[src/rtl/saturn_glue_pkg.sv]
// Shared definitions for the Saturn console glue blocks
// Frame sizes, link timing, bus structs, debug key codes and aspect tables

package saturn_glue_pkg;

	////////////////////////////////////////////////////////////
	// CD drive link and loader timing
	////////////////////////////////////////////////////////////

	localparam int CDD_FRAME_BYTES = 12;
	localparam int START_WAIT_CYCLES = 15;
	localparam int BYTE_GAP_CYCLES = 1023;
	localparam int LOAD_STROBE_CYCLES = 4;

	// Index group of a CD image download
	localparam logic [3:0] CDD_INDEX = 4'd1;

	// Byte 0 goes out first
	typedef logic [CDD_FRAME_BYTES-1:0][7:0] cdd_frame_t;

	typedef struct packed {
		logic        download;
		logic        wr;
		logic [7:0]  index;
		logic [15:0] data;
	} ioctl_t;

	typedef struct packed {
		logic [15:0] word;
		logic        word_wr;
		logic        speed;
		logic        audio;
	} cd_load_t;

	////////////////////////////////////////////////////////////
	// Debug keyboard
	////////////////////////////////////////////////////////////

	typedef struct packed {
		logic       toggle;
		logic       pressed;
		logic [8:0] code;
	} ps2_key_t;

	// PS/2 set 2 codes, bit 8 marks an extended key
	typedef enum logic [8:0] {
		F1     = 9'h005,
		F2     = 9'h006,
		F3     = 9'h004,
		F4     = 9'h00c,
		F5     = 9'h003,
		F6     = 9'h00b,
		F7     = 9'h083,
		F8     = 9'h00a,
		F9     = 9'h001,
		F10    = 9'h009,
		F11    = 9'h078,
		PAUSE  = 9'h177,
		KEY_1  = 9'h016,
		KEY_2  = 9'h01e,
		KEY_3  = 9'h026,
		KEY_4  = 9'h025
	} dbg_key_e;

	typedef struct packed {
		logic [6:0] scrn_en;
		logic [1:0] snd_en;
		logic       pause;
		logic       brk;
		logic       run;
		logic       h320_inc;
		logic       h320_dec;
		logic       h352_inc;
		logic       h352_dec;
	} dbg_ctrl_t;

	////////////////////////////////////////////////////////////
	// Video aspect
	////////////////////////////////////////////////////////////

	typedef struct packed {
		logic [1:0] vres;
		logic [1:0] hres;
	} video_res_t;

	typedef struct packed {
		logic [7:0] arx;
		logic [7:0] ary;
	} aspect_t;

	// 320x224, 352x224, 320x240, 352x240, 320x256, 352x256
	localparam aspect_t ASPECT_ORIG [0:5] = '{
		'{8'd64, 8'd49}, '{8'd64, 8'd49}, '{8'd128, 8'd105},
		'{8'd128, 8'd105}, '{8'd64, 8'd49}, '{8'd128, 8'd105}
	};
	localparam aspect_t ASPECT_CORR [0:5] = '{
		'{8'd10, 8'd7}, '{8'd22, 8'd14}, '{8'd4, 8'd3},
		'{8'd22, 8'd15}, '{8'd5, 8'd4}, '{8'd11, 8'd8}
	};
	localparam aspect_t ASPECT_WIDE = '{8'd16, 8'd9};

endpackage
[src/rtl/saturn_glue.sv]
// Saturn console glue top level
// CD drive link, CD image loader, aspect selector and debug keys on one clock

module saturn_glue (
	input  logic                        clk_sys,
	input  logic                        reset,
	input  logic                        status_valid,
	input  saturn_glue_pkg::cdd_frame_t status,
	input  logic                        comclk,
	input  logic                        hdata,
	output logic                        cdata,
	output logic                        comreq_n,
	output logic                        comsync_n,
	output logic                        cmd_valid,
	output saturn_glue_pkg::cdd_frame_t cmd,
	input  saturn_glue_pkg::ioctl_t     ioctl,
	output saturn_glue_pkg::cd_load_t   load,
	input  logic                        vbl_n,
	input  saturn_glue_pkg::video_res_t res,
	input  logic                        wide,
	input  logic                        corrected,
	output saturn_glue_pkg::aspect_t    aspect,
	input  saturn_glue_pkg::ps2_key_t   ps2_key,
	output saturn_glue_pkg::dbg_ctrl_t  dbg
);

	cdd_link u_cdd_link (
		.clk_sys      (clk_sys),
		.reset        (reset),
		.status_valid (status_valid),
		.status       (status),
		.comclk       (comclk),
		.hdata        (hdata),
		.cdata        (cdata),
		.comreq_n     (comreq_n),
		.comsync_n    (comsync_n),
		.cmd_valid    (cmd_valid),
		.cmd          (cmd)
	);

	cd_data_loader u_cd_data_loader (
		.clk_sys (clk_sys),
		.reset   (reset),
		.ioctl   (ioctl),
		.load    (load)
	);

	video_aspect u_video_aspect (
		.clk_sys   (clk_sys),
		.reset     (reset),
		.vbl_n     (vbl_n),
		.res       (res),
		.wide      (wide),
		.corrected (corrected),
		.aspect    (aspect)
	);

	debug_keys u_debug_keys (
		.clk_sys (clk_sys),
		.reset   (reset),
		.ps2_key (ps2_key),
		.dbg     (dbg)
	);

endmodule

[src/rtl/debug_keys.sv]
// Debug key decoder
// Function keys flip layer and sound enables, pause and break; run and trim keys pulse

module debug_keys (
	input  logic                       clk_sys,
	input  logic                       reset,
	input  saturn_glue_pkg::ps2_key_t  ps2_key,
	output saturn_glue_pkg::dbg_ctrl_t dbg
);
	import saturn_glue_pkg::*;

	logic toggle_q;
	logic key_event;

	// A new key shows up as a change of the toggle bit
	assign key_event = (ps2_key.toggle != toggle_q) && ps2_key.pressed;

	always_ff @(posedge clk_sys) begin
		if (reset) begin
			toggle_q <= 1'b0;
			dbg <= '{scrn_en: '1, snd_en: '1, default: '0};
		end else begin
			toggle_q <= ps2_key.toggle;
			dbg.run <= 1'b0;
			dbg.h320_inc <= 1'b0;
			dbg.h320_dec <= 1'b0;
			dbg.h352_inc <= 1'b0;
			dbg.h352_dec <= 1'b0;
			if (key_event) begin
				case (ps2_key.code)
					F1:    dbg.scrn_en[0] <= ~dbg.scrn_en[0];
					F2:    dbg.scrn_en[1] <= ~dbg.scrn_en[1];
					F3:    dbg.scrn_en[2] <= ~dbg.scrn_en[2];
					F4:    dbg.scrn_en[3] <= ~dbg.scrn_en[3];
					F5:    dbg.scrn_en[4] <= ~dbg.scrn_en[4];
					F6:    dbg.scrn_en[5] <= ~dbg.scrn_en[5];
					F7:    dbg.scrn_en[6] <= ~dbg.scrn_en[6];
					F8:    dbg.snd_en[0] <= ~dbg.snd_en[0];
					F9:    dbg.snd_en[1] <= ~dbg.snd_en[1];
					F10:   dbg.brk <= ~dbg.brk;
					PAUSE: dbg.pause <= ~dbg.pause;
					// Single cycle pulses
					F11:   dbg.run <= 1'b1;
					KEY_1: dbg.h320_dec <= 1'b1;
					KEY_2: dbg.h320_inc <= 1'b1;
					KEY_3: dbg.h352_dec <= 1'b1;
					KEY_4: dbg.h352_inc <= 1'b1;
					default: begin
					end
				endcase
			end
		end
	end

	a_one_pulse: assert property (@(posedge clk_sys) disable iff (reset)
		$onehot0({dbg.run, dbg.h320_inc, dbg.h320_dec, dbg.h352_inc, dbg.h352_dec}));

endmodule

[src/rtl/video_aspect.sv]
// Display aspect selector
// Holds the resolution from the start of vertical blank and looks up the aspect ratio

module video_aspect (
	input  logic                        clk_sys,
	input  logic                        reset,
	input  logic                        vbl_n,
	input  saturn_glue_pkg::video_res_t res,
	input  logic                        wide,
	input  logic                        corrected,
	output saturn_glue_pkg::aspect_t    aspect
);
	import saturn_glue_pkg::*;

	logic       vbl_q;
	video_res_t res_q;
	logic [1:0] vres_sel;
	logic [2:0] tbl_idx;

	// Resolution stays fixed for the whole frame
	always_ff @(posedge clk_sys) begin
		if (reset) begin
			vbl_q <= 1'b1;
			res_q <= '0;
		end else begin
			vbl_q <= vbl_n;
			if (vbl_q && !vbl_n)
				res_q <= res;
		end
	end

	// Unsupported vres falls back to the 224 line entries
	assign vres_sel = (res_q.vres == 2'd3) ? 2'd0 : res_q.vres;

	// hres bit 1 is the hi-res flag and has no effect on the ratio
	assign tbl_idx = {vres_sel, res_q.hres[0]};

	always_comb begin
		if (wide)
			aspect = ASPECT_WIDE;
		else if (corrected)
			aspect = ASPECT_CORR[tbl_idx];
		else
			aspect = ASPECT_ORIG[tbl_idx];
	end

endmodule

[src/rtl/cd_data_loader.sv]
// CD image download unpacker
// Takes the speed and audio flags from the header word, then strobes out byte-swapped words

module cd_data_loader (
	input  logic                      clk_sys,
	input  logic                      reset,
	input  saturn_glue_pkg::ioctl_t   ioctl,
	output saturn_glue_pkg::cd_load_t load
);
	import saturn_glue_pkg::*;

	typedef enum logic [1:0] {HEADER, DATA, STROBE} load_state_e;

	load_state_e state;
	logic        cd_download;
	logic [1:0]  strobe_cnt;
	logic [15:0] word_q;
	logic        word_wr;
	logic        speed;
	logic        audio;

	assign cd_download = ioctl.download && (ioctl.index[5:2] == CDD_INDEX);

	always_ff @(posedge clk_sys) begin
		if (reset) begin
			state <= HEADER;
			strobe_cnt <= '0;
			word_wr <= 1'b0;
			speed <= 1'b0;
			audio <= 1'b0;
		end else begin
			case (state)
				HEADER: begin
					// Bit 0 selects 2x speed, bit 1 marks CDDA
					if (cd_download && ioctl.wr) begin
						speed <= ioctl.data[0];
						audio <= ioctl.data[1];
						state <= DATA;
					end
				end
				DATA: begin
					if (!cd_download) begin
						state <= HEADER;
					end else if (ioctl.wr) begin
						word_wr <= 1'b1;
						strobe_cnt <= 2'(LOAD_STROBE_CYCLES - 1);
						state <= STROBE;
					end
				end
				STROBE: begin
					// Writes arriving here are dropped
					if (strobe_cnt == 2'd0) begin
						word_wr <= 1'b0;
						state <= DATA;
					end else begin
						strobe_cnt <= strobe_cnt - 2'd1;
					end
				end
				default: state <= HEADER;
			endcase
		end
	end

	always_ff @(posedge clk_sys) begin
		if (state == DATA && cd_download && ioctl.wr)
			word_q <= {ioctl.data[7:0], ioctl.data[15:8]};
	end

	assign load = '{word: word_q, word_wr: word_wr, speed: speed, audio: audio};

	a_strobe_len: assert property (@(posedge clk_sys) disable iff (reset)
		$rose(word_wr) |-> ##LOAD_STROBE_CYCLES !word_wr);

endmodule

[src/rtl/cdd_link.sv]
// CD drive command link
// Shifts the drive status frame out on cdata while the host command frame
// comes in on hdata, both clocked by the CD block through comclk

module cdd_link (
	input  logic                        clk_sys,
	input  logic                        reset,
	input  logic                        status_valid,
	input  saturn_glue_pkg::cdd_frame_t status,
	input  logic                        comclk,
	input  logic                        hdata,
	output logic                        cdata,
	output logic                        comreq_n,
	output logic                        comsync_n,
	output logic                        cmd_valid,
	output saturn_glue_pkg::cdd_frame_t cmd
);
	import saturn_glue_pkg::*;

	typedef enum logic [1:0] {IDLE, WAIT_START, BIT, GAP} link_state_e;

	link_state_e state;
	cdd_frame_t  status_q;
	logic [7:0]  tx_byte;
	logic [7:0]  rx_byte;
	logic [7:0]  rx_next;
	logic [3:0]  wait_cnt;
	logic [2:0]  bit_cnt;
	logic [3:0]  byte_cnt;
	logic [9:0]  gap_cnt;
	logic        comclk_q;
	logic        comclk_fall;
	logic        comclk_rise;

	assign comclk_fall = comclk_q & ~comclk;
	assign comclk_rise = ~comclk_q & comclk;

	// LSB first, so new bits enter at the top
	assign rx_next = {hdata, rx_byte[7:1]};

	////////////////////////////////////////////////////////////
	// Exchange control
	////////////////////////////////////////////////////////////

	always_ff @(posedge clk_sys) begin
		comclk_q <= comclk;
		cmd_valid <= 1'b0;
		if (reset) begin
			state <= IDLE;
			comclk_q <= 1'b1;
			cdata <= 1'b0;
			comreq_n <= 1'b1;
			comsync_n <= 1'b1;
			wait_cnt <= '0;
			bit_cnt <= '0;
			byte_cnt <= '0;
			gap_cnt <= '0;
		end else if (status_valid) begin
			// New status restarts the exchange at byte 0
			state <= WAIT_START;
			wait_cnt <= 4'(START_WAIT_CYCLES);
			comreq_n <= 1'b1;
			comsync_n <= 1'b1;
		end else begin
			case (state)
				WAIT_START: begin
					if (wait_cnt == 4'd0) begin
						comsync_n <= 1'b0;
						bit_cnt <= '0;
						byte_cnt <= '0;
						// Zero gap gives the request one cycle after sync
						gap_cnt <= '0;
						state <= GAP;
					end else begin
						wait_cnt <= wait_cnt - 4'd1;
					end
				end
				GAP: begin
					if (gap_cnt == 10'd0) begin
						comreq_n <= 1'b0;
						state <= BIT;
					end else begin
						gap_cnt <= gap_cnt - 10'd1;
					end
				end
				BIT: begin
					if (comclk_fall)
						cdata <= tx_byte[0];
					if (comclk_rise) begin
						comreq_n <= 1'b1;
						bit_cnt <= bit_cnt + 3'd1;
						if (bit_cnt == 3'd7) begin
							comsync_n <= 1'b1;
							if (byte_cnt == 4'(CDD_FRAME_BYTES - 1)) begin
								cmd_valid <= 1'b1;
								state <= IDLE;
							end else begin
								byte_cnt <= byte_cnt + 4'd1;
								gap_cnt <= 10'(BYTE_GAP_CYCLES - 1);
								state <= GAP;
							end
						end
					end
				end
				default: begin
				end
			endcase
		end
	end

	////////////////////////////////////////////////////////////
	// Frame and shift registers
	////////////////////////////////////////////////////////////

	always_ff @(posedge clk_sys) begin
		if (status_valid)
			status_q <= status;
		if (state == WAIT_START && wait_cnt == 4'd0)
			tx_byte <= status_q[0];
		if (state == BIT) begin
			if (comclk_fall)
				tx_byte <= {1'b0, tx_byte[7:1]};
			if (comclk_rise) begin
				rx_byte <= rx_next;
				if (bit_cnt == 3'd7) begin
					cmd[byte_cnt] <= rx_next;
					if (byte_cnt != 4'(CDD_FRAME_BYTES - 1))
						tx_byte <= status_q[byte_cnt + 4'd1];
				end
			end
		end
	end

	a_cmd_valid_pulse: assert property (@(posedge clk_sys) disable iff (reset)
		cmd_valid |=> !cmd_valid);

	// Sync may only be asserted while a frame is in flight
	a_sync_idle: assert property (@(posedge clk_sys) disable iff (reset)
		(state == IDLE) |-> comsync_n);

endmodule

[config.mk]
export PLATFORM = sky130hd
export DESIGN_NAME = saturn_glue
export DESIGN_NICKNAME = d
export VERILOG_FILES = /design/src/rtl/saturn_glue_pkg.sv /design/src/rtl/saturn_glue.sv /design/src/rtl/debug_keys.sv /design/src/rtl/video_aspect.sv /design/src/rtl/cd_data_loader.sv /design/src/rtl/cdd_link.sv
export SDC_FILE = /design/constraint.sdc
export NUM_CORES = 1
export LEC_CHECK = 0
export BUFFER_PORTS_ARGS = -buffer_cell sky130_fd_sc_hd__buf_2
export CORE_ASPECT_RATIO = 0.6
export CORE_MARGIN = 5
export CORE_UTILIZATION = 52
export DETAILED_ROUTE_END_ITERATION = 8
export PLACE_DENSITY = 0.86
export RECOVER_POWER = 100
export SYNTH_ARGS = -nofsm -noshare
export SYNTH_HDL_FRONTEND = slang
export SYNTH_SLANG_ARGS = --single-unit
[constraint.sdc]
create_clock -name clk_sys -period 2.8 [get_ports clk_sys]
set_input_delay 0.56 -clock clk_sys [delete_from_list [all_inputs] [get_ports clk_sys]]
set_output_delay 0.56 -clock clk_sys [all_outputs]
set_load 0.05 [all_outputs]
==> flow_metrics.env <==
export IMPL_cts_root_buffer="clkbuf_16"
export IMPL_synth_compound_area_share_pct=6.808
export IMPL_nNetsFinal=1166
export IMPL_fmax_mhz=397.8
export IMPL_slowest_delay_ns=0.51
export IMPL_crit_fanout=28
export IMPL_rows=40
export IMPL_yosysSeqAreaShare_pct=71.60
export IMPL_cts_buffers=25
export IMPL_placed_area_sq_mm=0.01255
export IMPL_yosys_area_share_simple_pct=10.32
export IMPL_path_buf_inv=2
export IMPL_design_area_sq_mm=0.01310
export IMPL_crit_chain="inv_1 > ha_1 > buf_4 > mux2i_1 > a21oi_1 > a221oi_1 > a21oi_1"
export IMPL_crit_path_end_kind="flip-flop"
export IMPL_seq_area_sq_mm=0.007737
export IMPL_die_y_um=121.7
export IMPL_drc=0
export IMPL_dp_final_hpwl_um=18150
export IMPL_ys_warn_count=0
export IMPL_htreeDepth=1
export IMPL_cts_resized_gates=0
export IMPL_top_usage_layer="met2"
export IMPL_hold_violations=0
export IMPL_path_class="flip-flop to flip-flop"
export IMPL_drtPass1Iterations=5
export IMPL_gr_total_overflow=0
export IMPL_violations="capacitance limit, slew limit"
export IMPL_syn_area_per_cell_sq_um=15.22
export IMPL_dieWidth_um=196.1
export IMPL_required_ns=3.19
export IMPL_wl_um=25630
export IMPL_maxCapViolations=1
export IMPL_area_growth_pct=21.26
export IMPL_layout_commonest_cell="edfxtp_1"
export IMPL_status="finished, violations left"
export IMPL_relSlewSlack_pct=-28.03
export IMPL_first_iter_violations=496
export IMPL_grt_pass1_vias=7006
export IMPL_grt_pass1_wl_um=38720
export IMPL_grt_use_total_pct=20.46
export IMPL_synth_xor_xnor_area_share_pct=0.9726
export IMPL_synth_edf_count=215
export IMPL_peakVddDrop_uv=476.9
export IMPL_cp_startpoint="u_cdd_link.byte_cnt[0]"
export IMPL_met1_usage_pct=29.39
export IMPL_multi_input_area_sq_mm=0.002826
export IMPL_final_period_utilization_pct=89.77
export IMPL_crit_path_top_delay_cell="dfxtp_1"
export IMPL_drive_above_1_share_pct=21.76
export IMPL_gp_congestion=0.8738
export IMPL_cts_sinks=279
export IMPL_hp_start="status[66]"
export IMPL_vias=7088
export IMPL_power_density_mw_per_mm2=663.8
export IMPL_final_util_pct=64.81
export IMPL_clockBufferDepth=3
export IMPL_timing_rr_start="u_cdd_link.byte_cnt[0]"
export IMPL_pin_count=296
export IMPL_leakagePower_uw=0.004560
export IMPL_synthMuxAreaShare_pct=6.634
export IMPL_finalSetupViolCount=0
export IMPL_placed_cells=1254
export IMPL_wire_per_inst_um=19.73
export IMPL_hold_class="primary input to flip-flop"
export IMPL_r2r_cells=7
export IMPL_grt_max_degree=104
export IMPL_route_antenna_remaining_nets=0
export IMPL_antenna_found_initial=1
export IMPL_dieArea_sq_mm=0.02386
export IMPL_fill_cells=1565
export IMPL_min_to="u_cdd_link.status_q[66]"
export IMPL_postCtsSetupBuffers=0
export IMPL_finalMaxSlewViolations=46
export IMPL_numPortBuffers=288
export IMPL_final_cell_mix="215 x edfxtp_1, 161 x clkbuf_1, 130 x buf_2"
export IMPL_holdPathStages=1
export IMPL_crit_path_frequent_cell="a21oi_1"
export IMPL_syn_inst=710
export IMPL_viasPerCell=5.457
export IMPL_setup_tns_ns=0
export IMPL_initial_core_util_pct=53.45
export IMPL_ctsHoldBuffers=0
export IMPL_fin_cells=1299
export IMPL_cp_start_kind="flip-flop"
export IMPL_ys_seq_elements=279
export IMPL_finClkSkew_ns=0.01534
export IMPL_synth_ff_type="edfxtp_1"
export IMPL_arrival_ns=2.90
export IMPL_synth_top_family_by_area="simple AND/OR/NAND/NOR gates"
export IMPL_synthAdderAreaFrac_pct=1.505
export IMPL_design_power_total_uw=8698
export IMPL_insertion_delay_ns=0.52
export IMPL_r2r_slack_ns=0.29
export IMPL_syn_area_sq_mm=0.01081
export IMPL_cts_tree="built"
export IMPL_rsz0062_at_grt="false"
export IMPL_grt_use_met3_pct=5.611
export IMPL_worst_slew_pin_slew_ns=1.920
export IMPL_core_sq_mm=0.02022
export IMPL_clk_pin_slew_ns=0.07
export IMPL_async_flop_share_pct=0
export IMPL_cp_top_family="compound AO/OA/AOI/OAI gates"
export IMPL_r2r_end="u_cdd_link.tx_byte[7]"
export IMPL_gr_usage_met2_pct=32.17
export IMPL_fin_crit_ns=2.514
export IMPL_synth_distinct_cells=62
## registers in the layout, indices dropped and copies added, names as in the netlist, 2 cells and up
signal                       flops
u_cdd_link.gap_cnt              10
u_cdd_link.rx_byte               7
u_video_aspect.res_q             3
u_cdd_link.cmd                  96
u_cd_data_loader.state           2
u_cdd_link.wait_cnt              4
u_cdd_link.tx_byte               8
u_cdd_link.status_q             96
u_cdd_link.state                 2
u_cd_data_loader.word_q         16
u_cd_data_loader.strobe_cnt      2
u_cdd_link.byte_cnt              4
u_debug_keys.dbg                16
u_cdd_link.bit_cnt               3
## cell usage after synthesis, types with 5 or more instances
cell type	number	area, sq um
a211oi_1	7	52.55
a21boi_0	7	52.55
a21oi_1	48	240.2
a22oi_1	9	67.56
and2_1	16	100.1
buf_2	6	30.03
buf_4	7	52.55
clkbuf_1	17	63.81
dfxtp_1	64	1281
edfxtp_1	215	6456
ha_1	13	162.7
inv_1	15	56.30
mux2i_1	21	210.2
mux4_2	22	495.5
nand2_1	30	112.6
nand2b_1	14	87.58
nand3_1	12	60.06
nand3b_1	8	60.06
nor2_1	40	150.1
nor2b_1	17	106.4
nor3_1	18	90.09
nor4_1	6	37.54
o21ai_0	13	65.06
o2bb2ai_1	7	61.31
or2_0	5	31.28
xnor2_1	11	96.34
## through the flow
step	worst slack, ns	hold WS [ns]
after detailed placement	0.2083	0.4644
after global placement	0.3276	0.4440
after global routing	0.08816	0.1916
final	0.2864	0.2128
after floorplan	0.01248	0.4313
after CTS	0.3186	0.1958
## area by class of cell
class | instances | area share, %
clock inverters | 15 | 1.213
multi-input cells | 384 | 21.57
clock buffers | 29 | 4.889
diodes | 1 | 0.01910
repair buffers | 303 | 10.23
inverters | 15 | 0.4297
well taps | 273 | 2.607
flip-flops and latches | 279 | 59.05
## worst reg2reg max path, cell delays in order (launching register included)
cell and delay [ns]:
dfxtp_1 0.51, inv_1 0.18, ha_1 0.31, buf_4 0.37
mux2i_1 0.39, a21oi_1 0.14, a221oi_1 0.35, a21oi_1 0.14
## worst max-delay path by stage
| stage | to | slack (ns) | cells past startpoint |
|---|---|---|---|
| global route | u_cdd_link.tx_byte[7] | 0.09 | 7 |
| detailed placement | u_cdd_link.cmd[22] | 0.21 | 6 |
| CTS | aspect[10] | 0.32 | 4 |
| floorplan | aspect[15] | 0.01 | 5 |
| global placement | u_cdd_link.cmd[17] | 0.33 | 6 |
| finish | u_cdd_link.tx_byte[7] | 0.29 | 7 |
## cells by family (layout without fill, tap and decap cells)
| kind of cell | after synthesis | count (layout) |
|---|---|---|
| flip-flops | 279 | 279 |
| AND/OR/NAND/NOR | 197 | 197 |
| other | 1 | 3 |
| buffers and inverters | 48 | 362 |
| multiplexers | 44 | 44 |
| AO/OA/AOI/OAI | 116 | 116 |
| adder cells (fa/ha/maj) | 13 | 13 |
| XOR/XNOR | 12 | 12 |
## metal layers
| layer | vias up | wire length (um) |
|---|---|---|
| met5 | - | 20 |
| met2 | 320 | 11650 |
| met3 | 33 | 2441 |
| li1 | 3272 | - |
| met1 | 3461 | 11150 |
| met4 | 2 | 368 |
## power by group
part           switching [uW]  leakage (uW)  internal (uW)
combinational             345       0.00164            272
clock                    1420      0.000386           1920
sequential               95.4       0.00253           4640
total                    1860       0.00456           6830
(Power assumes the default switching activity.)
